==> config.mk <==
export PLATFORM = sky130hd
export DESIGN_NAME = fetcher
export DESIGN_NICKNAME = d
export VERILOG_FILES = /design/src/source/cpu_pkg.sv /design/src/source/fetcher.sv
export VERILOG_INCLUDE_DIRS = /design/src /design/src/source
export SDC_FILE = /design/constraint.sdc
export NUM_CORES = 2
export LEC_CHECK = 0
export BUFFER_PORTS_ARGS = -buffer_cell sky130_fd_sc_hd__buf_2
export CORE_MARGIN = 10
export CORE_UTILIZATION = 29
export DETAILED_ROUTE_END_ITERATION = 10
export PLACE_DENSITY = 0.47
export SYNTH_ARGS = -nofsm -noshare
export SYNTH_HDL_FRONTEND = slang
export SYNTH_SLANG_ARGS = --single-unit
==> constraint.sdc <==
create_clock -name clk -period 4.7 [get_ports clk]
set_input_delay 0.235 -clock clk [delete_from_list [all_inputs] [get_ports clk]]
set_output_delay 0.235 -clock clk [all_outputs]
set_load 0.1 [all_outputs]
==> src/source/cpu_consts.svh <==
`ifndef CPU_CONSTS_SVH
`define CPU_CONSTS_SVH

// datapath widths
`define WORD_W      16
`define INST_W      16
`define ADDR_W      16

// register file
`define REG_ADDR_W  3
`define REG_COUNT   8

// instruction fields
`define OPCODE_W    4
`define FUNC3_W     3
`define IMM_W       9

// memory sizes, in words
`define IMEM_DEPTH  256
`define IMEM_ADDR_W 8
`define DMEM_DEPTH  256
`define DMEM_ADDR_W 8

// pc after reset and the per-instruction step
`define RESET_PC    16'h0000
`define PC_STEP     16'd2

`endif
==> src/source/cpu_pkg.sv <==
`include "cpu_consts.svh"

package cpu_pkg;

    // major opcode, inst[15:12]
    typedef enum logic [`OPCODE_W-1:0] {
        OP_ALU    = 4'h0,
        OP_LI     = 4'h1,
        OP_LOAD   = 4'h2,
        OP_STORE  = 4'h3,
        OP_BRANCH = 4'h4,
        OP_JAL    = 4'h5,
        OP_HALT   = 4'h6
    } opcode_t;

    // func3 under OP_ALU
    typedef enum logic [`FUNC3_W-1:0] {
        ALU_ADD  = 3'd0,
        ALU_SUB  = 3'd1,
        ALU_AND  = 3'd2,
        ALU_OR   = 3'd3,
        ALU_XOR  = 3'd4,
        ALU_SLL  = 3'd5,
        ALU_SRL  = 3'd6,
        ALU_SLTU = 3'd7
    } alu_op_t;

    // func3 under OP_BRANCH, codes 4..7 never taken
    typedef enum logic [`FUNC3_W-1:0] {
        BR_EQ  = 3'd0,
        BR_NE  = 3'd1,
        BR_LTU = 3'd2,
        BR_GEU = 3'd3
    } branch_cond_t;

    typedef enum logic [2:0] {
        S_FETCH,
        S_FETCH_WAIT,
        S_DECODE,
        S_EXECUTE,
        S_EXECUTE_WAIT,
        S_WRITE,
        S_HALT
    } cpu_state_t;

    typedef struct packed {
        opcode_t                opcode;
        logic [`FUNC3_W-1:0]    func3;
        logic [`REG_ADDR_W-1:0] rd;
        logic [`WORD_W-1:0]     rs1_val;
        logic [`WORD_W-1:0]     rs2_val;
        logic [`IMM_W-1:0]      imm;
    } decoded_t;

    typedef struct packed {
        logic [`ADDR_W-1:0]     pc;
        logic                   wb_en;
        logic [`REG_ADDR_W-1:0] wb_addr;
        logic [`WORD_W-1:0]     wb_data;
    } retire_t;

    // program load, word indexed
    typedef struct packed {
        logic                    we;
        logic [`IMEM_ADDR_W-1:0] addr;
        logic [`INST_W-1:0]      data;
    } prog_t;

endpackage

==> src/source/fetcher.sv <==
`timescale 1ns/1ps
`include "cpu_consts.svh"

module fetcher (
    input  logic               clk,
    input  logic               rstn,
    input  cpu_pkg::prog_t     prog,
    input  logic               fetch_order,
    input  logic [`ADDR_W-1:0] pc,
    output logic [`INST_W-1:0] inst,
    output logic               fetched
);

    logic [`INST_W-1:0]      imem [`IMEM_DEPTH];
    logic [`IMEM_ADDR_W-1:0] rd_idx;

    // pc is a byte address with two bytes per instruction
    assign rd_idx = pc[`IMEM_ADDR_W:1];

    // program load port and the registered read
    always_ff @(posedge clk) begin
        if (prog.we) begin
            imem[prog.addr] <= prog.data;
        end
        if (fetch_order) begin
            inst <= imem[rd_idx];
        end
    end

    // fetched follows the order by one cycle
    always_ff @(posedge clk) begin
        if (!rstn) begin
            fetched <= 1'b0;
        end else begin
            fetched <= fetch_order;
        end
    end

    // the program is only written while the core is held in reset
    prog_write_in_reset: assert property (
        @(posedge clk)
        prog.we |-> !rstn
    ) else $error("program write while rstn is high");

endmodule

# Word level (Yosys, flattened, before mapping)

Memory sizes are Yosys's and may differ from the RTL's. A register that Yosys moved wholly into a read port is not among the register bits.
Cells that the tools add are included.

Register bits: 1
Memory bits (writable): 4096
Input bits: 44
Output and inout bits: 17
Word-level logic and storage cells: 4
Memories: 1

Mux-type cells: 2

Memory list:

| memory | words | width | read ports | clocked after Yosys merged registers in | wr ports | line          | text |
|---|---|---|---|---|---|---|---|
| imem   | 256   | 16    | 1          | 1                                       | 1        | fetcher.sv:14 | `` logic [`INST_W-1:0] imem [`IMEM_DEPTH]; `` |

Operators by type and width:

| operator | number |
|---|---|
| $mux 1   | 2 |

# Depth between registers and ports, before layout

Word-level depth: 2
Depth in mapped cells: 12
Gate-level depth less buffers: 6

# Worst setup path before layout

No wires, ideal clock.

Path kind: input to register
From: input port pc[1]
To: register inst[0] (read register of imem), data pin
Library setup time: 0.265 ns
Arrival: 2.320 ns
Required time: 4.435 ns
Path slack: 2.114 ns
Stages on the path: 9
Path buffers: 3
Path through: buf_4 > buf_2 > buf_2 > mux4_2 > mux2_2 > a22oi_1 > nand2_1 > o32ai_1 > nor4_1

RTL lines:

| item               | line          | text |
|---|---|---|
| start: declaration | fetcher.sv:9  | `` input logic [`ADDR_W-1:0] pc, `` |
| end: declaration   | fetcher.sv:10 | `` output logic [`INST_W-1:0] inst, `` |

==> metrics.yaml <==
synth_area_leaders: "edfxtp_1, mux4_2, mux2i_1"
htreeDepth: 5
viasPerCell: 5.01
r2r_slack_ns: 1.23
grt_max_degree: 156
yosysTopAreaCell: "edfxtp_1"
start_kind: "flip-flop"
totalWireLength_mm: 445
synth_cell_type_count: 43
crit_type: "reg2reg"
yosys-top-cells-count: "edfxtp_1, mux4_2, mux2i_1"
ys_seq_elements: 4113
overflow: 0
power_density_mw_per_mm2: 419
pin_count: 61
root_buffer: "clkbuf_16"
clkPwrFrac_pct: 42.4
finalHoldViolCount: 0
worstMarginPinSlew_ns: 1.45
clkSinkCount: 4113
hold_path.startpoint: "prog[17]"
multi_input_area_mm2: 0.0329
power_leakage_nw: 57.6
rsz0062_at_grt: "false"
yosys.area_share.simple_pct: 1.41
fmax_mhz: 288
finalCriticalPeriod_ns: 3.47
synthArstFlopShare_pct: 0
fin_skew_ns: 0.0888
grt_util_all_layers_pct: 14.9
fillers: 50900
drv_slew: 0
antenna_found_initial: 32
dr.pass1.iters: 6
port_buffers: 52
dp_cells: 14700
area_growth_pct: 16.3
synthAdderAreaFrac_pct: 0
clk_path_buf_depth: 4
ys_seq_area_share_pct: 77.9
seq_area_mm2: 0.123
fin_crit_sh_pct: 73.8
dieHeight_um: 760
row_count: 271
cp_max_fo: 1
syn_nets: 7400
peakVddDrop_mv: 0.334
dieWidth_um: 760
tns_ns: 0
worstHoldPathCells: 3
outcome: "complete, no violations"
hpwl_mm: 270
share_seq_of_total_power_pct: 52.4
drc: 0
synth_top_area_share_pct: 77.9
synth_most_common_cell: "edfxtp_1"
switching_power_mw: 17.1
synth_xor_area_share_pct: 0
holdCritPathClass: "in2reg"
maxCapViolations: 0
synth-edff-count: 4112
fin_nets: 7994
worstPathRequired_ns: 5.38
dieArea_mm2: 0.577
switching_share_pct: 22.1
setup-violations-final: 0
grt_pass1_wl_mm: 626
final_antenna_net_count: 0
synth_top_family_by_area: "multiplexers"
p_total_mw: 77.3
synthMuxAreaShare_pct: 15.4
final_cell_count_no_fill: 15600
worstReg2RegStart: "imem[11][0]"
core-area_mm2: 0.545
gp_congestion: 0.822
worstRegToRegCells: 6
post_cts_buffers: 0
grt_pass1_vias: 79100
slew_headroom_pct: 2.95
p_comb_share_pct: 5.2
cp-end-kind: "flip-flop"
clk_latency_ns: 1.02
start_util_pct: 29.1
cts_buffers: 434
synth_area_mm2: 0.159
r2r-end: "inst[0]"
whs_endpoint: "imem[163][15]"
drive_gt1_share_pct: 25.8
wl_per_cell_um: 28.6
clkTransAtPathRegs_ns: 0.06
synth_warnings: 0
initialDrtViolationCount: 8152
vias: 77900
p_int_mw: 60.2
syn_inst: 7356
cp.arrival_ns: 4.15
syn_avg_cell_area_um2: 21.6
cts_tree: "done"
synth_compound_area_share_pct: 3.65
synthFlopType: "edfxtp_1"
[logic make-up after synthesis]
| kind of cell | after synthesis |
|---|---|
| AOI/OAI and AO/OA | 813 |
| buffers and inverters | 453 |
| DFF | 4113 |
| muxes | 1470 |
| and+or+nand+nor | 507 |
[registers in the layout, indices dropped and copies added, names as in the netlist]
signal   flops
inst        16
fetched      1
imem      4096
[power groups by stage]
| stage | Combinational (mW) | Clock, mW | Sequential, mW |
|---|---|---|---|
| finish | 4.04 | 32.8 | 40.5 |
| CTS | 4.10 | 33.5 | 40.5 |
| floorplan | 1.99 | 0 | 41.4 |
| global placement | 4.02 | 0 | 41.3 |
| global route | 4.28 | 35.0 | 40.5 |
| detailed placement | 4.08 | 0 | 41.3 |
[critical path: stages, from the launching register on]
cell and delay [ns]:
edfxtp_1 0.37, mux4_2 0.48, mux2_2 0.29, a22oi_1 0.35, nand2_1 0.22, o32ai_1 1.29
nor4_1 0.15
[worst max-delay path by stage]
stage                start  endpoint  slack [ns]  depth (start not counted)
3_3_place_gp         pc[1]   inst[8]        0.44                         10
4_1_cts        imem[11][0]   inst[0]        1.30                          6
5_1_grt        imem[23][8]   inst[8]        1.19                          6
2_1_floorplan        pc[1]   inst[0]        2.11                          9
6_report       imem[11][0]   inst[0]        1.23                          6
3_5_place_dp         pc[1]   inst[8]        0.42                         10
[timing repair]
action                     in CTS  in global routing
setup endpoints to repair       0                  0
hold buffers                   22                  0
hold endpoints to repair     1426                  0
resized for setup               0                  0
[through the flow]
step | setup slack [ns] | hold WS, ns | utilization [%] | instance area [um2]
after floorplan | 2.11 | 0.334 | - | 159000
after global placement | 0.440 | 0.459 | 31.3 | 171000
after detailed placement | 0.415 | 0.455 | 31.3 | 171000
after CTS | 1.30 | 0.0265 | 33.8 | 184000
after global routing | 1.19 | 0.107 | 33.8 | 184000
final | 1.23 | 0.116 | 33.8 | 184000
[per-layer routing]
metal | share of wire [%] | global-route usage (%) | wire [um]
met1 | 44 | 21.1 | 197000
met2 | 46 | 23.2 | 204000
met3 | 6.9 | 2.99 | 30500
met4 | 2.8 | 4.10 | 12600
met5 | 0.024 | 0 | 106
[final cells by class]
class	count	area share, %
diodes	11	0.0149
inverters	4	0.0149
clock inverters	237	1.15
well taps	7234	4.91
multi-input cells	2790	17.8
clock buffers	555	6.17
repair buffers	607	2.95
flip-flops and latches	4113	67.0
[layout by cell type, fill, tap and decap left out, drive strengths merged, types with 17 or more instances in the layout]
cell type and instances:
edfxtp 4112, mux4 770, mux2i 636, buf 585, clkbuf 555, o221ai 305
nor2 276, a21oi 197, clkinv 195, o22ai 165, nor3 75, mux2 64
nand2 58, o21ai 35, a22o 32, nand3 27, nand4 25, bufinv 23
nor4 22, dlygate4sd3 22, a22oi 21, o32ai 17, inv 17
Note: power is estimated with default switching activity, not from simulation.
