<file path="src/source/cpu_consts.svh">
`ifndef CPU_CONSTS_SVH
`define CPU_CONSTS_SVH

// datapath widths
`define WORD_W      16
`define INST_W      16
`define ADDR_W      16

// register file
`define REG_ADDR_W  3
`define REG_COUNT   8

// instruction fields
`define OPCODE_W    4
`define FUNC3_W     3
`define IMM_W       9

// memory sizes, in words
`define IMEM_DEPTH  256
`define IMEM_ADDR_W 8
`define DMEM_DEPTH  256
`define DMEM_ADDR_W 8

// pc after reset and the per-instruction step
`define RESET_PC    16'h0000
`define PC_STEP     16'd2

`endif
</file>
<file path="src/source/regs.sv">
`timescale 1ns/1ps
`include "cpu_consts.svh"

module regs (
    input  logic                   clk,
    input  logic                   rstn,
    input  logic                   we,
    input  logic [`REG_ADDR_W-1:0] wr_addr,
    input  logic [`WORD_W-1:0]     wr_data,
    input  logic [`REG_ADDR_W-1:0] rs1_addr,
    input  logic [`REG_ADDR_W-1:0] rs2_addr,
    output logic [`WORD_W-1:0]     rs1_data,
    output logic [`WORD_W-1:0]     rs2_data
);

    logic [`WORD_W-1:0] rf [`REG_COUNT];

    // all registers clear, r0 included
    always_ff @(posedge clk) begin
        if (!rstn) begin
            for (int i = 0; i < `REG_COUNT; i++) begin
                rf[i] <= '0;
            end
        end else if (we) begin
            rf[wr_addr] <= wr_data;
        end
    end

    // asynchronous read ports
    assign rs1_data = rf[rs1_addr];
    assign rs2_data = rf[rs2_addr];

endmodule

</file>
<file path="config.mk">
export PLATFORM = sky130hd
export DESIGN_NAME = regs
export DESIGN_NICKNAME = d
export VERILOG_FILES = /design/src/source/regs.sv
export VERILOG_INCLUDE_DIRS = /design/src /design/src/source
export SDC_FILE = /design/constraint.sdc
export NUM_CORES = 1
export LEC_CHECK = 0
export ABC_AREA = 1
export BUFFER_PORTS_ARGS = -buffer_cell sky130_fd_sc_hd__buf_2
export CAP_MARGIN = 20
export CORE_MARGIN = 4
export CORE_UTILIZATION = 50
export CTS_CLUSTER_DIAMETER = 100
export DETAILED_ROUTE_END_ITERATION = 12
export HOLD_SLACK_MARGIN = 0.02
export PLACE_DENSITY = 0.73
export SLEW_MARGIN = 10
export SYNTH_ARGS = -nofsm -noshare
export SYNTH_HDL_FRONTEND = slang
export SYNTH_SLANG_ARGS = --single-unit
</file>
<file path="constraint.sdc">
create_clock -name clk -period 1.8 [get_ports clk]
set_input_delay 0.27 -clock clk [delete_from_list [all_inputs] [get_ports clk]]
set_output_delay 0.27 -clock clk [all_outputs]
set_load 0.01 [all_outputs]
</file>
### After elaboration in Yosys (flattened, before gate mapping)

Memory sizes are Yosys's and may differ from the RTL's.
Index checks and enable logic that the tools add are counted.

| operators by class | value |
|---|---|
| reductions and logical operators | 1 |
| muxes and demuxes | 7 |

Operators by type and width:

| operator | number |
|---|---|
| 2-to-1 mux 16 bit | 1 |
| OR reduction 16 bit | 1 |
| 2-to-1 mux 1 bit | 5 |
| 2-to-1 mux 3 bit | 1 |

| storage, ports and cells | value |
|---|---|
| output and inout port bits | 32 |
| logic and storage cells | 9 |
| flip-flop bits (word level) | 0 |
| bits in writable memories | 128 |
| input port bits | 28 |
| memories kept | 1 |

Memory list:

| name | words | width | read ports | clocked after Yosys merged registers in | wr ports | line | source |
|---|---|---|---|---|---|---|---|
| rf | 8 | 16 | 2 | 0 | 8 | regs.sv:16 | `` logic [`WORD_W-1:0] rf [`REG_COUNT]; `` |

### Logic depth before layout (Yosys ltp)

Gate-level depths: netlist (run 1).

| logic depth | value |
|---|---|
| word-level depth | 5 |
| gate-level depth with buffers | 7 |
| mapped depth without buffers | 6 |

### Least setup slack after synthesis (run 1)

No wires, ideal clock.

| timing path | value |
|---|---|
| path type | input to register |
| start point | input port rstn |
| end point | memory rf[0][0] (netlist name), enable pin |
| data required time | 1.428 ns |
| setup time | 0.372 ns |
| arrival time | 1.240 ns |
| slack | 0.188 ns |
| buffers on the path | 2 |
| stages | 6 |
| cell sequence | buf_4 nand2_4 nor2_4 nand2_2 buf_6 nand2_1 |

RTL lines:

| element | line | source |
|---|---|---|
| start: declaration | regs.sv:6 | `input logic rstn,` |
| end: declaration | regs.sv:16 |  |

==> metrics.txt, run 1 <==
Max Buffers Root-to-Sink=2; Worst-Margin Slew=0.331 ns; htree depth=4; TritonCTS clock tree=yes; Final WS setup=roughly 0.13 ns; Slowest Stage Delay on Critical Path=0.35 ns; share of cells above drive strength 1=approximately 12%; hold path startpoint=wr_data[14]; PD cells=around 900 nW/µm²; Post-Syn Area=between 7000 and 8000 µm²; Setup WS pre-CTS=around 0.25 ns; Core ar.=roughly 15,000 µm²; fin crit period=1.67 ns; Int Power=5990 µW; Comb pwr share=15.1%; initial antenna violation count=0; # diodes=0; # rows=between 40 and 50; cts hold-fix bufs=0; most numerous cell in the Yosys netlist=nand2_1; number of global-route vias before repair=6,865; IO Count=60; CP max-delay cell=edfxtp_1; Leak=0.00450 µW; Root Driver=clkbuf_16; height of the die=131 µm; crit path kind=flip-flop to primary output; crit share post-route=92.5%; Cell Chain, Critical Path=inv_1, nand2_1, nand3_1, nand2_1, nand2_1, nand2_1, buf_2; Initial Util=51.5%; first-pass GRT wire length=about 35,000 µm; chip width=131 µm; CP required=1.53 ns; WHS Path Cells=3; Max Transition Viols Final=0; Total Power=8080 µW; Resized Gates After CTS=0; Residual DRC=0; Worst VDD drop=around 0.00059 V; Port Buffers=59; Synth area leader=edfxtp_1; switching part of the total=between 20% and 30%; fmax=~0.6 GHz; RSZ-0062 raised after global routing=no; Synth warnings=0; routed vias=6,965; CTS Buf Count=17; P_sw=2080 µW; Final #Nets=1,123; Distinct cells, synth=14; Finished Core Util=59.6%; Top FF cell, synth=edfxtp_1; share of the synthesized area in the top cell type=51.0%; Most flops, register=rf; Worst Path Buf+Inv=2; number of synthesized flops with an enable pin=128; layout overhead on the synthesized area=15.8%; Worst Hold Path EP=rf[3][14]; Tot GR Track Use=27.3%; Final Hold Viols=0; Final setup viols=0; Wirelength per Cell=17.2 µm; worst path arrival time=between 1 and 1.5 ns; Slew HR=78.0%; crit-path max FO=2; Routed WL=22,200 µm; Fin Setup TNS=0 ns; status=complete, no violations; cell repeated most along the worst path=nand2_1; Antenna Violating Nets Remaining=0; Setup Fix Bufs, Post-CTS=0; asr flop ratio synth=0%; DR vias/cell=~5.4; Max-Cap Viols=0; 1st-pass router iterations=8; synthesized flop and latch total=128; CP top delay family=simple AND/OR/NAND/NOR gates; gr ovfl total=0; 1st-iter DRT viols=793; hold crit path type=input pin to flip-flop; Clk pwr share=41.4%; clock transition at the registers of the reported paths=0.05 ns; Post-Syn Nets=around 1,100; largest net degree at the start of global routing=65; post-synthesis area per instance=roughly 7.3 µm²; Post-Syn Instances=1,032; max FFs per register=~130; DP HPWL=approximately 14,000 µm; clk sink count=about 130; top post-synthesis cells by area=edfxtp_1 (51%), nand2_1 (21%), nand3_1 (8.5%), inv_1 (7.6%), nor2_1 (6.5%); die area=roughly 17,000 µm²; crit end category=primary output; sequential power share=between 40 and 50%; Largest regs=rf: 128 flops; Seq/Total Area, Yosys=between 50% and 60%; top cells by count, synth=nand2_1 (425), inv_1 (152), nor2_1 (131); Routability Congestion=0.853; nature of the critical path startpoint=flip-flop
[metal layers]
metal  GRT usage [%]  vias to the layer above  share of wire, %
li1                -                     3292                 -
met1            35.0                     3205                41
met2            44.9                      397                47
met3            5.33                       71               9.4
met4            12.3                        0               3.4
met5               0                        -                 0
[per-stage QoR]
| stage | std cells | hold WS (ns) | cell area, µm² |
|---|---|---|---|
| 6_report | 1290 | 0.274 | 8730 |
| 2_1_floorplan | 1032 | 0.558 | 7540 |
| 3_5_place_dp | 1260 | 0.693 | 8170 |
| 3_3_place_gp | 1260 | 0.685 | 8170 |
| 4_1_cts | 1290 | 0.260 | 8730 |
| 5_1_grt | 1290 | 0.307 | 8730 |
[layout by cell type (no fill, tap or decap)]
master,count
buf_4,31
clkbuf_1,4
clkinv_1,2
nor2_1,131
nand2_2,8
bufinv_16,3
clkbuf_16,17
nand2_4,1
clkinv_2,4
inv_1,152
buf_12,9
nand3_1,128
nor2_4,2
edfxtp_1,128
inv_2,2
buf_2,59
nand2_1,425
[logic make-up (layout without fill, tap and decap cells)]
group,Yosys count,after routing,synth area share (%)
and+or+nand+nor,695,695,37.3
DFF,128,128,51.0
buffers and inverters,209,283,11.7
[power by group through the flow]
stage	registers, µW	clock network (µW)	logic (µW)
final	3520	3350	1220
after global routing	3530	3500	1360
after CTS	3520	3350	1210
after detailed placement	3570	0	1200
after global placement	3570	0	1180
after floorplan	3560	0	756
[tightest hold or removal path: cells and delay by family]
family                 cells  cell delay, ns
buffers and inverters      2            0.18
AND/OR/NAND/NOR            1            0.12
[cell type report]
class                      instances  area (µm²)
fill                            1362        5910
timing repair buffer              99         708
clock buffer                      21         440
sequential                       128        3840
multi-input combinational        695        2810
inverter                         154         578
tap                              184         230
clock inverter                     9         118
[worst max path at each step]
| stage | cells past startpoint | startpoint | end |
|---|---|---|---|
| 3_3_place_gp | 9 | rs2_addr[0] | rs2_data[4] |
| 3_5_place_dp | 9 | rs2_addr[0] | rs2_data[1] |
| 5_1_grt | 7 | rf[7][14] | rs1_data[14] |
| 2_1_floorplan | 6 | rstn | rf[0][0] |
| 6_report | 7 | rf[3][4] | rs2_data[4] |
| 4_1_cts | 7 | rf[2][4] | rs2_data[4] |
Power figures use the tool's default switching activity.
==> run 2, diff against run 1 <==
CORE_UTILIZATION = 57   (was 50)
PLACE_DENSITY = 0.81   (was 0.73)
==> run 2 against run 1 <==
Routed wire length down 5.3%. Critical path type unchanged. Largest power group unchanged. Hold slack gained 0.0063 ns. Final area is 0.86% lower. Critical endpoint is now rs1_data[3]. Core utilization is 8.1 points higher.
==> metrics.txt, run 2 (synthesized netlist as in run 1, its figures left out) <==
status=complete, no violations; Port Buffers=59; htree depth=4; Routed WL=21,000 µm; fin crit period=1.69 ns; CTS Buf Count=17; height of the die=123 µm; Worst VDD drop=approximately 0.00066 V; switching part of the total=26.7%; Fin Setup TNS=0 ns; clock transition at the registers of the reported paths=0.05 ns; share of cells above drive strength 1=12.6%; 1st-pass router iterations=5; fmax=0.592 GHz; Antenna Violating Nets Remaining=0; Worst Path Buf+Inv=2; Core ar.=12,800 µm²; die area=between 15,000 and 20,000 µm²; Max-Cap Viols=0; Wirelength per Cell=16.4 µm; Slew HR=77.5%; TritonCTS clock tree=yes; Final WS setup=0.110 ns; largest net degree at the start of global routing=51; commonest non-fill, non-tap cell in the layout=nand2_1; # rows=41; IO Count=60; CP max-delay cell=edfxtp_1; Max Buffers Root-to-Sink=2; sequential power share=a little under half; cts hold-fix bufs=0; crit share post-route=93.9%; crit-path max FO=2; Slowest Stage Delay on Critical Path=0.37 ns; gr ovfl total=0; crit end category=primary output; Routability Congestion=between 0.8 and 0.9; number of global-route vias before repair=6,556; Initial Util=around three fifths; Cell Chain, Critical Path=inv_1, nand2_1, nand3_1, nand2_1, nand2_1, nand2_1, buf_2; worst path arrival time=around 1.4 ns; chip width=123 µm; Setup WS pre-CTS=around 0.3 ns; Setup Fix Bufs, Post-CTS=0; Final setup viols=0; Final #Nets=1,125; Residual DRC=0; Max Transition Viols Final=0; Largest regs=rf: 128 flops; RSZ-0062 raised after global routing=no; layout overhead on the synthesized area=14.8%; Int Power=5560 µW; routed vias=6,865; PD cells=876 nW/µm²; Finished Core Util=67.8%; Root Driver=clkbuf_16; commonest non-fill, non-tap cells in the layout=nand2_1 (425), inv_1 (152), nor2_1 (131); DP HPWL=13,400 µm; Most flops, register=rf; 1st-iter DRT viols=828; hold crit path type=input pin to flip-flop; Tot GR Track Use=between 20 and 30%; P_sw=2020 µW; max FFs per register=128; clk sink count=128; Final Hold Viols=0; Resized Gates After CTS=0; Leak=between 0.004 and 0.005 µW; CP required=about 1.5 ns; Comb pwr share=15.9%; first-pass GRT wire length=33,200 µm; initial antenna violation count=1; Worst-Margin Slew=0.337 ns; # diodes=0; CP top delay family=simple AND/OR/NAND/NOR gates; nature of the critical path startpoint=flip-flop; Clk pwr share=37.7%; cell repeated most along the worst path=nand2_1; DR vias/cell=5.37; crit path kind=flip-flop to primary output
## run 2: changes by cell type in the layout (fill, tap and decap cells not counted)
cell        change
buf_4           +2
clkbuf_1        -2
bufinv_16       -3
clkinvlp_4      +1
clkinv_2        +3
## run 2: path summary, 6_finish.rpt
check                       start  depth (start not counted)     endpoint
worst max-delay path     rf[3][3]                          7  rs1_data[3]
worst min-delay path  wr_data[10]                          3    rf[1][10]
## run 2: final cells by class
type                       instances  area [µm²]
multi-input combinational        695        2810
clock buffer                      19         433
clock inverter                    10        50.0
sequential                       128        3840
timing repair buffer             101         723
inverter                         154         578
fill                            1072        4120
tap                              172         215
## run 2: power groups by stage
stage	clock, µW	combinational (µW)	sequential [µW]
2_1_floorplan	0	756	3560
3_3_place_gp	0	1160	3570
3_5_place_dp	0	1180	3570
4_1_cts	2860	1190	3520
5_1_grt	3020	1340	3530
6_report	2860	1200	3520
## run 2: per-stage QoR
| step | std cells | cell area (µm²) | power, µW | hold WS [ns] |
|---|---|---|---|---|
| 2_1_floorplan | 1032 | 7540 | 4320 | 0.558 |
| 3_3_place_gp | 1250 | 8170 | 4730 | 0.686 |
| 3_5_place_dp | 1250 | 8170 | 4760 | 0.691 |
| 4_1_cts | 1279 | 8650 | 7570 | 0.272 |
| 5_1_grt | 1279 | 8650 | 7890 | 0.294 |
| 6_report | 1279 | 8650 | 7580 | 0.281 |
## run 2: layer usage
| layer | up-vias | wire, µm | track usage (%) |
|---|---|---|---|
| li1 | 3295 | - | - |
| met1 | 3032 | 7910 | 38.2 |
| met2 | 470 | 9820 | 46.5 |
| met3 | 66 | 2590 | 5.95 |
| met4 | 2 | 687 | 14.0 |
| met5 | - | 13 | 0 |
==> run 3, diff against run 2 <==
==> constraint.sdc (replaced) <==
create_clock -name clk -period 1.8 [get_ports clk]
set_input_delay 0.54 -clock clk [delete_from_list [all_inputs] [get_ports clk]]
set_output_delay 0.54 -clock clk [all_outputs]
set_load 0.01 [all_outputs]
==> run 3 against run 2 <==
The flow now finishes with violations (setup timing). Clock power is 29% higher. Count of clock-buffer cells in the layout stayed put. Power is 15% higher. Worst setup slack worse by 0.33 ns. Combinational power is 28% higher. Maximum frequency is 17% lower. Sequential share of layout area is 4.8 points lower. Cell count is 3.0% higher. Global-route usage is 4.6 points higher. Critical path type is now input pin to primary output. Largest power group is now clock.
==> metrics.txt, run 3 (synthesized netlist as in run 1, its figures left out) <==
commonest non-fill, non-tap cells in the layout=nand2_1 (397), inv_1 (138), nor2_1 (131); Wirelength per Cell=19.1 µm; # rows=41; height of the die=123 µm; largest net degree at the start of global routing=28; Routability Congestion=0.903; Final Hold Viols=0; Leak=0.00491 µW; DP HPWL=14,500 µm; routed vias=7,580; chip width=123 µm; Most flops, register=rf; CP required=1.26 ns; Post-DP Area=8350 µm²; DR vias/cell=roughly 5.8; number of global-route vias before repair=7,237; Worst Setup SP=rs1_addr[0]; commonest non-fill, non-tap cell in the layout=nand2_1; status=finished, violations left; Antenna Violating Nets Remaining=0; crit end category=primary output; Final Instance Area=between 9000 and 10,000 µm²; layout overhead on the synthesized area=28.8%; crit share post-route=112%; failing checks=setup timing; nature of the critical path startpoint=input pin; crit path kind=input pin to primary output; first-pass GRT wire length=37,500 µm; Residual DRC=0; gr ovfl total=0; Routed WL=25,200 µm; Max Buffers Root-to-Sink=2; worst hold margin=approximately 0.53 ns; Port Buffers=between 50 and 60; Max-Cap Viols=0; hold crit path type=input pin to flip-flop; filler cell count=840; 1st-pass router iterations=8; Final #Nets=about 1,200; htree depth=4; worst path arrival time=1.48 ns; RSZ-0062 raised after global routing=yes; Worst-Margin Slew=0.343 ns; CTS Buf Count=17; Worst VDD drop=0.000580 V; IO Count=60; clk sink count=between 100 and 150; Largest regs=rf: 128 flops; TritonCTS clock tree=yes; PD cells=roughly 900 nW/µm²; max FFs per register=128; crit-path max FO=16; Slew HR=77.1%; initial antenna violation count=1; fmax=~0.49 GHz; share of cells above drive strength 1=20.3%; Initial Util=59.0%; Root Driver=clkbuf_16; clock transition at the registers of the reported paths=0.06 ns; fin crit period=roughly 2 ns; Core ar.=12,800 µm²; Final WS setup=-0.224 ns; Tot GR Track Use=33.7%; Max Transition Viols Final=0; # diodes=0; Final setup viols=32; Setup crit end=rs1_data[5]; 1st-iter DRT viols=roughly 1,200; die area=15,100 µm²
-- run 3: critical path, stage by stage --
cell     delay, ns
buf_12        0.14
inv_16        0.10
buf_12        0.15
nand2_1       0.06
nand3_1       0.07
nand2_1       0.07
nand2_1       0.11
nand2_2       0.10
buf_6         0.14
-- run 3: routing by layer --
metal	vias up	track usage (%)	part of all wire [%]
li1	3376	-	-
met1	3431	39.9	34
met2	592	55.6	47
met3	179	8.19	12
met4	2	20.3	6.3
met5	-	0	0.052
-- run 3: where the power goes --
part,switching [µW],total (µW),internal (µW)
clock,1260,3690,2430
combinational,953,1540,586
sequential,55.4,3520,3470
-- run 3: area by class of cell --
type,instances,area [µm²],area share (%)
Tap cell,172,215,2.22
Multi-Input combinational cell,695,2950,30.3
Sequential cell,128,3840,39.6
Timing Repair Buffer,136,1460,15.1
Clock buffer,19,433,4.46
Inverter,154,614,6.33
Clock inverter,13,193,1.98
-- run 3: stage by stage --
step | instances | utilization [%] | setup slack, ns | total power (µW) | TNS (ns)
finish | 1317 | 76.0 | -0.224 | 8750 | -5.06
global route | 1317 | 76.0 | -0.261 | 9020 | -6.29
CTS | 1316 | 74.6 | -0.156 | 8620 | -3.90
detailed placement | 1266 | 65.4 | -0.240 | 4810 | -6.23
global placement | 1266 | 65.4 | -0.226 | 4780 | -5.91
floorplan | 1032 | - | -0.0816 | 4320 | -10.41
-- run 3: worst min path at each step --
stage / start / end / slack [ns] / cells after the start
global route: wr_data[6] / rf[2][6] / 0.53 / 3
finish: wr_data[6] / rf[2][6] / 0.53 / 3
floorplan: wr_data[10] / rf[0][10] / 0.83 / 2
detailed placement: wr_data[6] / rf[4][6] / 0.96 / 3
global placement: wr_data[6] / rf[6][6] / 0.96 / 3
CTS: wr_data[6] / rf[3][6] / 0.52 / 3
-- run 3: timing repair --
| item | CTS | global route |
|---|---|---|
| buffers inserted | 8 | 0 |
| setup endpoints to repair | 32 | 32 |
| pin swaps | 10 | 11 |
| hold buffers | 0 | 0 |
| resized for setup | 60 | 51 |
| gates cloned | 11 | 2 |
