`src/source/cpu_consts.svh`:
```
`ifndef CPU_CONSTS_SVH
`define CPU_CONSTS_SVH

// datapath widths
`define WORD_W      16
`define INST_W      16
`define ADDR_W      16

// register file
`define REG_ADDR_W  3
`define REG_COUNT   8

// instruction fields
`define OPCODE_W    4
`define FUNC3_W     3
`define IMM_W       9

// memory sizes, in words
`define IMEM_DEPTH  256
`define IMEM_ADDR_W 8
`define DMEM_DEPTH  256
`define DMEM_ADDR_W 8

// pc after reset and the per-instruction step
`define RESET_PC    16'h0000
`define PC_STEP     16'd2

`endif
```
`src/source/cpu_pkg.sv`:
```
`include "cpu_consts.svh"

package cpu_pkg;

    // major opcode, inst[15:12]
    typedef enum logic [`OPCODE_W-1:0] {
        OP_ALU    = 4'h0,
        OP_LI     = 4'h1,
        OP_LOAD   = 4'h2,
        OP_STORE  = 4'h3,
        OP_BRANCH = 4'h4,
        OP_JAL    = 4'h5,
        OP_HALT   = 4'h6
    } opcode_t;

    // func3 under OP_ALU
    typedef enum logic [`FUNC3_W-1:0] {
        ALU_ADD  = 3'd0,
        ALU_SUB  = 3'd1,
        ALU_AND  = 3'd2,
        ALU_OR   = 3'd3,
        ALU_XOR  = 3'd4,
        ALU_SLL  = 3'd5,
        ALU_SRL  = 3'd6,
        ALU_SLTU = 3'd7
    } alu_op_t;

    // func3 under OP_BRANCH, codes 4..7 never taken
    typedef enum logic [`FUNC3_W-1:0] {
        BR_EQ  = 3'd0,
        BR_NE  = 3'd1,
        BR_LTU = 3'd2,
        BR_GEU = 3'd3
    } branch_cond_t;

    typedef enum logic [2:0] {
        S_FETCH,
        S_FETCH_WAIT,
        S_DECODE,
        S_EXECUTE,
        S_EXECUTE_WAIT,
        S_WRITE,
        S_HALT
    } cpu_state_t;

    typedef struct packed {
        opcode_t                opcode;
        logic [`FUNC3_W-1:0]    func3;
        logic [`REG_ADDR_W-1:0] rd;
        logic [`WORD_W-1:0]     rs1_val;
        logic [`WORD_W-1:0]     rs2_val;
        logic [`IMM_W-1:0]      imm;
    } decoded_t;

    typedef struct packed {
        logic [`ADDR_W-1:0]     pc;
        logic                   wb_en;
        logic [`REG_ADDR_W-1:0] wb_addr;
        logic [`WORD_W-1:0]     wb_data;
    } retire_t;

    // program load, word indexed
    typedef struct packed {
        logic                    we;
        logic [`IMEM_ADDR_W-1:0] addr;
        logic [`INST_W-1:0]      data;
    } prog_t;

endpackage

```
`src/source/alu.sv`:
```
`timescale 1ns/1ps
`include "cpu_consts.svh"

module alu (
    input  cpu_pkg::decoded_t  dec,
    output logic [`WORD_W-1:0] result,
    output logic               branch_taken
);

    import cpu_pkg::*;

    logic [`WORD_W-1:0] a;
    logic [`WORD_W-1:0] b;

    assign a = dec.rs1_val;
    assign b = dec.rs2_val;

    // func3 picks the operation, shifts use b[3:0]
    always_comb begin
        case (alu_op_t'(dec.func3))
            ALU_ADD:  result = a + b;
            ALU_SUB:  result = a - b;
            ALU_AND:  result = a & b;
            ALU_OR:   result = a | b;
            ALU_XOR:  result = a ^ b;
            ALU_SLL:  result = a << b[3:0];
            ALU_SRL:  result = a >> b[3:0];
            ALU_SLTU: result = {{(`WORD_W-1){1'b0}}, (a < b)};
            default:  result = a + b;
        endcase
    end

    // branch compare on the same operands
    always_comb begin
        case (branch_cond_t'(dec.func3))
            BR_EQ:   branch_taken = (a == b);
            BR_NE:   branch_taken = (a != b);
            BR_LTU:  branch_taken = (a < b);
            BR_GEU:  branch_taken = (a >= b);
            default: branch_taken = 1'b0;
        endcase
    end

endmodule

```
`config.mk`:
```
export PLATFORM = sky130hd
export DESIGN_NAME = alu
export DESIGN_NICKNAME = d
export VERILOG_FILES = /design/src/source/cpu_pkg.sv /design/src/source/alu.sv
export VERILOG_INCLUDE_DIRS = /design/src /design/src/source
export SDC_FILE = /design/constraint.sdc
export NUM_CORES = 1
export LEC_CHECK = 0
export BUFFER_PORTS_ARGS = -buffer_cell sky130_fd_sc_hd__buf_2
export CORE_MARGIN = 10
export CORE_UTILIZATION = 35
export DETAILED_ROUTE_END_ITERATION = 7
export PLACE_DENSITY = 0.61
export SETUP_SLACK_MARGIN = 0.1
export SLEW_MARGIN = 10
export SYNTH_ARGS = -nofsm -noshare
export SYNTH_HDL_FRONTEND = slang
export SYNTH_SLANG_ARGS = --single-unit
```
`constraint.sdc`:
```
create_clock -name vclk -period 6.55
set_input_delay 0.9825 -clock vclk [all_inputs]
set_output_delay 0.9825 -clock vclk [all_outputs]
set_load 0.1 [all_outputs]
```
# Word level (Yosys, flattened, before mapping)
# Index checks and enable logic that the tools add are counted.
# op_classes
n_addsub,2
order_cmp,2
n_eq_ne,9
shifts,2
n_mux,2
n_bitwise,3
reduce_logical,1
# ops
op,count
one-hot mux 16 bit (8 select lines),1
adder 16 bit,1
bitwise AND 16 bit,1
== test 16 bit,1
>= comparator 16 bit,1
less-than comparator 16 bit,1
inequality test 16 bit,1
bitwise OR 16 bit,1
<< shifter 16 x 4 -> 16 bit,1
right shift 16 x 4 -> 16 bit,1
subtractor 16 bit,1
bitwise XOR 16 bit,1
== test 3 bit (second input constant),4
== test 3 x 2 -> 1 bit (second input constant),2
one-hot mux 1 bit (4 select lines),1
== test 3 x 1 -> 1 bit (second input constant),1
logical NOT 3 bit,1
# totals
ff_bits,0
inputBits,51
out_inout_bits,17
elab_cells,21

# Longest topological paths before layout
# Gate-level depths: netlist of the first run.
# logic_depth
depth_word,2
ltp_mapped,12
ltp_nobuf,10

# Worst setup path before layout of the first run
# Ideal clock, no wire load.
# synth_path
path_type,input-to-output
from,input port dec[10] (netlist bit)
to,output port result[7]
arrival_ns,6.152
t_required_ns,5.568
slack_ns,-0.584
path_stages,11
path_buffers,3
cell_sequence,buf_2 > inv_1 > buf_2 > buf_2 > ha_1 > a21o_1 > and4_4 > o21ai_2 > a311oi_1 > xnor2_1 > o311ai_0
# synth_via
elab_chain_len,2
elab_cells_between_ends,5
classes_between,add/sub (2); shift (2); mux (1)
# synth_lines
item,line_no,rtl
from (decl),alu.sv:5,"input cpu_pkg::decoded_t dec,"
subtractor 16 bit (tied with other cells),alu.sv:22,ALU_SUB: result = a - b;
one-hot mux 16 bit (8 select lines) (*),alu.sv:20,case (alu_op_t'(dec.func3))
to (decl),alu.sv:6,"output logic [`WORD_W-1:0] result,"
# Mark *: on every way between the ends. The rest lies on a longest branch, timed or not.

# Worst setup path after layout of the first run
# layout_path
from,input port dec[11] (netlist bit)
to,output port result[15]
# The elaborated chain is that of the path after synthesis.

==> summary.txt, run 1 <==
Worst setup path
  – Crit path DAT: 4.36 ns
  – Crit path largest cell delay: 0.49 ns
  – Worst Path Max Fanout: 34
  – Slowest CP cell: ha_1
  – Top cell family by delay on the critical path: compound AO/OA/AOI/OAI gates
  – Worst Setup Start Kind: primary input
  – Worst-path cell chain: buf_2 -> inv_1 -> buf_4 -> ha_1 -> nor3_1 -> o311ai_1 -> o211ai_2 -> a41oi_2 -> o21a_1 -> a21oi_1 -> o221ai_1 -> buf_2
  – Critical path class: in -> out
  – Most used cell, CP: buf_2
  – Worst Setup End Kind: output port
  – CP Buf/Inv Count: 4
  – CP Launch Point: dec[11]
  – Worst setup endpoint: result[15]
  – Worst path depth: 12
  – Critical Path RT: 5.57 ns

STA
  – Final Hold Fails: 0
  – Min cycle time layout: 5.341 ns
  – Least-Margin Pin Slew: 1.071 ns
  – Final period util: 81.54%
  – Relative slew margins: 28.06%
  – Setup TNS: 0 ns
  – Peak Freq: 187.2 MHz
  – Final count of pins violating max slew: 0
  – RSZ-0062 raised after global routing: no
  – Setup violators final: 0

Yosys
  – Top cells by area, synth: ha_1 17%, a21oi_1 6.9%, mux2i_1 6.5%
  – Net Count, Synth: 649
  – Synth cell types: 73
  – Synthesized area per cell: 6.729 um^2
  – Post-Syn Area: 0.003681 mm^2
  – Syn Inst Count: 547
  – Leading cell types by count after synthesis: 55 x nor2_1, 51 x a21oi_1, 51 x inv_1
  – Sequential area share after synthesis: 0%
  – Leading area contributor after synthesis: ha_1
  – Yosys top cell area share: 16.66%
  – Most frequent cell after synthesis: nor2_1
  – Synth Warn #: 0

Global route
  – Antenna violations before repair: 0
  – Gr usage total: 18.93%
  – First-pass GRT wire length: 23,430 um
  – Vias in the first global route: 4,279
  – Remaining Overflow, GRT: 0
  – Largest net degree at the start of global routing: 44

Power
  – Clock power frac: 0%
  – Pwr/cell area: 117.8 mW/mm^2
  – Sw Share: 72.71%
  – P_sw: 0.3400 mW
  – Cell Int Power: 0.1276 mW
  – Combinational power share: 100.0%
  – Design Power: 0.4676 mW
  – Seq pwr share: 0%
  – Static leakage: 1.763 nW
  – Worst VDD drop: 57.90 uV

Place
  – Hpwl dp: 11,720 um
  – Post-Place Cell Area: 0.003969 mm^2
  – Port bufs: 52
  – Final RePlAce weighted congestion: 0.9824

Routing
  – Routed vias/inst: 6.354
  – # DRC: 0
  – Iteration-0 DRC Markers: 555
  – Met2 wire len: 6847 um
  – 1st-pass router iterations: 6
  – Uppermost layer routed: met4
  – Wire per inst: 21.29 um
  – Final ANT Viol Nets: 0
  – Routed wl met3: 1408 um
  – Via Count: 4,467
  – Total routed wirelength: 14,970 um
  – Met1 Routed Length: 6398 um

Cells and area
  – Seq_cells: 0
  – Filler cell count: 1,146
  – Post-layout util: 38.62%
  – Ant. Diodes: 0
  – Syn-to-layout area delta: 7.818%
  – Clock buf count: 0
  – Final instance area: 0.003969 mm^2
  – Register area: 0 um^2
  – Share of layout cells above drive strength 1: 15.52%
  – Final nets: 671

Clock network
  – Setup bufs post-CTS: 0
  – Post-CTS resize count: 0
  – Hold_buf cts: 0

Hold path
  – Hold crit path type: in -> out

Floorplanning
  – Die X-Extent: 122.6 um
  – Total core area: 0.01028 mm^2
  – IO Count: 68
  – Num rows: 37
  – Die area: 0.01502 mm^2
  – Initial Utilization: 35.82%
  – Die Height: 122.6 um

Status
  – Run status: completed

Job
  – Max Cap Violations: 0
==> power by group through the flow <==
stage / clock network (mW) / registers [mW] / logic [mW]
floorplan: 0 / 0 / 0.353
global placement: 0 / 0 / 0.455
detailed placement: 0 / 0 / 0.458
CTS: 0 / 0 / 0.459
global route: 0 / 0 / 0.498
finish: 0 / 0 / 0.468
==> routing by layer <==
metal  GRT usage [%]  vias up
li1                -     2090
met1           26.02     2092
met2           31.29      258
met3           1.515       27
met4           4.492        0
met5               0        -
==> area by class of cell <==
cell class,instances,area [um^2],share of cell area (%)
Multi-Input combinational cell,454,3279,82.63
Timing Repair Buffer,60,320.3,8.071
Inverter,53,198.9,5.013
Tap cell,136,170.2,4.288
==> placed cells by master (no fill, tap or decap), types with 6 or more instances in the layout <==
cell,n
a211oi_1,14
a21o_1,7
a21oi_1,51
a221oi_1,6
a31oi_1,6
buf_2,52
buf_4,8
ha_1,49
inv_1,51
mux2i_1,24
nand2_1,36
nand3_1,16
nor2_1,55
nor2b_1,6
nor3_1,11
o211ai_1,6
o21ai_0,46
o221ai_1,9
==> cell families after synthesis <==
logic type	count (synthesis)	synth area share [%]
multiplexers	33	10.50
adder cells (fa/ha/maj)	51	17.74
XOR/XNOR	5	1.190
AO/OA/AOI/OAI	211	39.80
AND/OR/NAND/NOR	154	19.85
buffers and inverters	93	10.91
==> worst min path at each step <==
stage | to | from | depth (start not counted) | slack, ns
floorplan | result[0] | dec[40] | 5 | 2.71
global placement | branch_taken | dec[46] | 3 | 2.67
detailed placement | branch_taken | dec[46] | 3 | 2.67
CTS | branch_taken | dec[46] | 3 | 2.67
global route | branch_taken | dec[46] | 3 | 2.74
finish | branch_taken | dec[46] | 3 | 2.68
==> metrics by stage <==
step	worst slack [ns]	hold slack, ns	instances
global placement	1.304	2.666	703
global route	0.9528	2.737	703
floorplan	0.2363	2.707	547
detailed placement	1.261	2.670	703
CTS	1.249	2.675	703
finish	1.209	2.681	703
Note: power is estimated with default switching activity, not from simulation.
==> run 2, diff against run 1 <==
--- a/config.mk
+++ b/config.mk
@@ -6,6 +6,7 @@
 export SDC_FILE = /design/constraint.sdc
 export NUM_CORES = 1
 export LEC_CHECK = 0
+export ABC_AREA = 1
 export BUFFER_PORTS_ARGS = -buffer_cell sky130_fd_sc_hd__buf_2
 export CORE_MARGIN = 10
 export CORE_UTILIZATION = 35
==> constraint.sdc (replaced) <==
create_clock -name vclk -period 5.4
set_input_delay 0.81 -clock vclk [all_inputs]
set_output_delay 0.81 -clock vclk [all_outputs]
set_load 0.1 [all_outputs]
==> run 2 against run 1 <==
Sequential share of layout area stayed put. First-iteration DRC count fell by 16%. Sequential cell count unchanged. Combinational power up 19%. Total power increased by 19%. Die area up 8.6%. Critical path type unchanged. Highest routed layer unchanged.
==> summary.txt, run 2 <==
Status
  – Run status: completed

Yosys
  – Most frequent cell after synthesis: nand2_1
  – Net Count, Synth: 937
  – Syn Inst Count: 835
  – Synthesized area per cell: 4.864 um^2
  – Post-Syn Area: 0.004061 mm^2
  – Leading area contributor after synthesis: nand2_1
  – Yosys top cell area share: 26.89%
  – Sequential area share after synthesis: 0%
  – Synth cell types: 33
  – Leading cell types by count after synthesis: 291 x nand2_1, 134 x nand3_1, 113 x inv_1
  – Synth Warn #: 0
  – Top cells by area, synth: nand2_1 27%, nand3_1 17%, ha_1 15%

Cells and area
  – Commonest cells after routing, fill and taps aside: 291 x nand2_1, 134 x nand3_1, 113 x inv_1, 83 x nor2_1, 52 x buf_2
  – Share of layout cells above drive strength 1: 8.392%
  – Filler cell count: 1,361
  – Clock buf count: 0
  – Final nets: 962
  – Seq_cells: 0
  – Commonest non-fill, non-tap cell in the layout: nand2_1
  – Syn-to-layout area delta: 7.240%
  – Ant. Diodes: 0
  – Register area: 0 um^2
  – Post-layout util: 38.31%

Routing
  – Routed vias/inst: 5.363
  – Final ANT Viol Nets: 0
  – Total routed wirelength: 15,520 um
  – # DRC: 0
  – Wire per inst: 15.51 um
  – 1st-pass router iterations: 7
  – Iteration-0 DRC Markers: 468
  – Via Count: 5,368

Worst setup path
  – Worst Setup Start Kind: primary input
  – Worst-path cell chain: buf_2 -> inv_2 -> ha_1 -> nor2_1 -> nand2_1 -> nand3_1 -> nand2_1 -> nand2_1 -> nand2_1 -> nand3_1 -> nand3_1 -> nand3_1 -> buf_2
  – CP Buf/Inv Count: 3
  – Crit path largest cell delay: 0.54 ns
  – Crit path DAT: 3.64 ns
  – Critical path class: in -> out
  – Critical Path RT: 4.59 ns
  – Top cell family by delay on the critical path: buffers and inverters
  – Worst Setup End Kind: output port
  – Worst Path Max Fanout: 32
  – Slowest CP cell: ha_1

STA
  – Setup violators final: 0
  – Min cycle time layout: 4.448 ns
  – Relative slew margins: 43.97%
  – RSZ-0062 raised after global routing: no
  – Least-Margin Pin Slew: 0.8396 ns
  – Final worst slack: 0.9516 ns
  – Final count of pins violating max slew: 0
  – Peak Freq: 224.8 MHz
  – Final Hold Fails: 0
  – Setup TNS: 0 ns
  – Final period util: 82.38%

Hold path
  – Hold crit path type: in -> out

Clock network
  – Post-CTS resize count: 0
  – Hold_buf cts: 0
  – Setup bufs post-CTS: 0

Floorplanning
  – IO Count: 68
  – Initial Utilization: 35.72%
  – Die Height: 127.7 um
  – Die area: 0.01631 mm^2
  – Num rows: 39
  – Die X-Extent: 127.7 um
  – Total core area: 0.01137 mm^2

Power
  – P_sw: 0.4219 mW
  – Combinational power share: 100.0%
  – Clock power frac: 0%
  – Static leakage: 2.597 nW
  – Worst VDD drop: 105.1 uV
  – Cell Int Power: 0.1340 mW
  – Seq pwr share: 0%
  – Pwr/cell area: 127.6 mW/mm^2
  – Sw Share: 75.89%

Global route
  – Antenna violations before repair: 0
  – First-pass GRT wire length: 24,700 um
  – Largest net degree at the start of global routing: 39
  – Gr usage total: 18.04%
  – Vias in the first global route: 4,832
  – Remaining Overflow, GRT: 0

Job
  – Max Cap Violations: 0

Place
  – Pre-CTS WS: 1.006 ns
  – Final RePlAce weighted congestion: 0.9629
  – Hpwl dp: 12,970 um
  – Port bufs: 52
## run 2: cells by family after synthesis
| logic type | synth area share, % |
|---|---|
| buffers and inverters | 15.50 |
| and+or+nand+nor | 56.62 |
| AOI/OAI and AO/OA | 10.72 |
| xor gates and xnor gates | 1.078 |
| adders and majority gates | 16.08 |
## run 2: power groups by stage
stage          clock (mW)  sequential, mW  combinational [mW]
6_report                0               0               0.556
5_1_grt                 0               0               0.607
4_1_cts                 0               0               0.550
3_5_place_dp            0               0               0.549
3_3_place_gp            0               0               0.547
2_1_floorplan           0               0               0.419
## run 2: final timing paths
kind              depth (start not counted)         end     from
setup / recovery                         13  result[11]  dec[11]
hold / removal                            6   result[0]  dec[45]
## run 2: layout make-up
| class | count | area [um^2] | share of cell area [%] |
|---|---|---|---|
| inverters | 124 | 469.2 | 10.77 |
| multi-input cells | 680 | 3432 | 78.80 |
| well taps | 143 | 178.9 | 4.108 |
| repair buffers | 54 | 275.3 | 6.320 |
## run 2: metrics by stage
stage                     cell area (um^2)  power, mW  hold WS [ns]  cells
after floorplan                       4061     0.4195         2.131    835
after global placement                4355     0.5467         2.282   1001
after global routing                  4355     0.6067         2.328   1001
final                                 4355     0.5559         2.297   1001
after detailed placement              4355     0.5488         2.289   1001
after CTS                             4355     0.5501         2.292   1001
## run 2: per-layer routing
layer,vias to the layer above,routed length [um],global-route usage [%]
met3,26,1244,1.323
met5,-,0,0
met1,2413,6888,24.77
met4,0,401,4.371
met2,228,6987,29.74
li1,2701,-,-
==> run 3, diff against run 2 <==
--- a/config.mk
+++ b/config.mk
@@ -6,7 +6,7 @@
 export SDC_FILE = /design/constraint.sdc
 export NUM_CORES = 1
 export LEC_CHECK = 0
-export ABC_AREA = 1
+export ABC_AREA = 0
 export BUFFER_PORTS_ARGS = -buffer_cell sky130_fd_sc_hd__buf_2
 export CORE_MARGIN = 10
 export CORE_UTILIZATION = 35
==> constraint.sdc (replaced) <==
create_clock -name vclk -period 4.2
set_input_delay 0.63 -clock vclk [all_inputs]
set_output_delay 0.63 -clock vclk [all_outputs]
set_load 0.1 [all_outputs]
==> run 3 against run 2 <==
Wire length shrank 1.4%. Worst hold slack got worse by 0.41 ns. Global-route usage is 1.6 points higher. Highest routed layer unchanged. Worst setup slack got worse by 0.77 ns. Die area fell by 7.9%. Sequential cell count did not move. Critical endpoint is now branch_taken. Via count fell by 15%. Sequential share of layout area unchanged. First-iteration DRC count up 1.7%.
==> summary.txt, run 3 (synthesized netlist as in run 1, its figures left out) <==
Power
  – Design Power: 0.8587 mW
  – Cell Int Power: 0.2947 mW
  – P_sw: 0.5640 mW
  – Combinational power share: 100.0%
  – Sw Share: 65.68%
  – Clock power frac: 0%
  – Pwr/cell area: 192.7 mW/mm^2
  – Static leakage: 1.950 nW
  – Worst VDD drop: 93.03 uV
  – Seq pwr share: 0%

Floorplanning
  – Die Height: 122.6 um
  – Total core area: 0.01028 mm^2
  – Initial Utilization: 35.82%
  – Die area: 0.01502 mm^2
  – Die X-Extent: 122.6 um
  – IO Count: 68
  – Num rows: 37

Routing
  – Via Count: 4,544
  – Iteration-0 DRC Markers: 476
  – Routed vias/inst: 6.294
  – Wire per inst: 21.20 um
  – Final ANT Viol Nets: 0
  – # DRC: 0
  – Total routed wirelength: 15,310 um
  – 1st-pass router iterations: 5

Worst setup path
  – Worst Setup Start Kind: primary input
  – Worst Path Max Fanout: 5
  – Slowest CP cell: o41ai_4
  – Crit path DAT: 3.39 ns
  – Crit path largest cell delay: 0.40 ns
  – Top cell family by delay on the critical path: compound AO/OA/AOI/OAI gates
  – Critical Path RT: 3.57 ns
  – CP Buf/Inv Count: 3
  – Worst-path cell chain: buf_2 -> inv_1 -> ha_1 -> fa_2 -> nor2_1 -> nor2_1 -> o41ai_4 -> a221oi_2 -> o221ai_2 -> mux2i_1 -> a211oi_4 -> buf_12
  – Critical path class: in -> out
  – Most used cell, CP: nor2_1
  – Worst Setup End Kind: output port

Cells and area
  – Commonest cells after routing, fill and taps aside: 55 x nor2_1, 51 x a21oi_1, 50 x inv_1, 47 x ha_1, 44 x o21ai_0
  – Non-Filler Instances: 722
  – Final nets: 690
  – Register area: 0 um^2
  – Multi-input logic area: 0.003386 mm^2
  – Commonest non-fill, non-tap cell in the layout: nor2_1
  – Ant. Diodes: 0
  – Post-layout util: 43.35%
  – Clock buf count: 0
  – Share of layout cells above drive strength 1: 20.48%
  – Syn-to-layout area delta: 21.04%
  – Seq_cells: 0
  – Filler cell count: 1,108

STA
  – Final Hold Fails: 0
  – Final count of pins violating max slew: 0
  – Final period util: 95.65%
  – Peak Freq: 248.9 MHz
  – Min cycle time layout: 4.017 ns
  – Relative slew margins: 56.99%
  – Least-Margin Pin Slew: 0.6385 ns
  – Final worst slack: 0.1828 ns
  – RSZ-0062 raised after global routing: no
  – Setup violators final: 0

Status
  – Run status: completed

Job
  – Max Cap Violations: 0

Global route
  – Remaining Overflow, GRT: 0
  – Antenna violations before repair: 0
  – Largest net degree at the start of global routing: 44
  – Vias in the first global route: 4,394
  – First-pass GRT wire length: 24,010 um
  – Gr usage total: 19.60%

Hold path
  – Hold crit path type: in -> out

Place
  – Pre-CTS WS: 0.2252 ns
  – Hpwl dp: 12,370 um
  – Final RePlAce weighted congestion: 0.9532
  – Port bufs: 52
  – Placed cell count: 722

Clock network
  – Hold_buf cts: 0
run 3: cell types whose count changed in the layout (fill, tap and decap cells not counted), sizes merged, moves of 9 or more:
cell	before	now
nand3	136	16
buf	54	79
nor2	85	57
o21ai	27	47
nand2	293	36
o221ai	1	10
a21oi	39	51
mux2i	0	24
inv	121	53
a211oi	0	15
run 3: routing by layer:
layer	GRT usage, %	up-vias	routed length [um]
met5	0	-	0
li1	-	2121	-
met1	27.73	2187	6580
met2	31.56	203	7037
met3	1.377	33	1237
met4	4.639	0	450
run 3: tightest hold or removal path, cell delays in order:
cell and delay (ns):
buf_2 0.13, buf_4 0.26, a211oi_4 0.06, buf_12 0.17
run 3: path summary, 6_finish.rpt:
kind,start,to,slack [ns],cells after the start
worst max-delay path,dec[25],branch_taken,0.18,12
worst min-delay path,dec[46],branch_taken,1.89,4
run 3: power by group through the flow:
| stage | sequential (mW) | clock, mW | combinational, mW |
|---|---|---|---|
| final | 0 | 0 | 0.859 |
| after floorplan | 0 | 0 | 0.576 |
| after global placement | 0 | 0 | 0.835 |
| after CTS | 0 | 0 | 0.843 |
| after detailed placement | 0 | 0 | 0.840 |
| after global routing | 0 | 0 | 0.910 |
run 3: through the flow:
step           cell area, um^2  hold slack (ns)  setup TNS [ns]
2_1_floorplan             3817            1.785         -0.2546
3_3_place_gp              4442            1.875               0
3_5_place_dp              4442            1.880               0
4_1_cts                   4442            1.882               0
5_1_grt                   4456            1.912               0
6_report                  4456            1.889               0
run 3: cell type report:
| type | count | area share, % |
|---|---|---|
| Multi-Input combinational cell | 454 | 75.99 |
| Timing Repair Buffer | 79 | 15.45 |
| Inverter | 53 | 4.746 |
| Tap cell | 136 | 3.819 |
run 3: repair_timing:
action	4_1_cts	5_1_grt
resized for setup	0	2
setup buffers	0	0
endpoints found under the setup margin	0	1
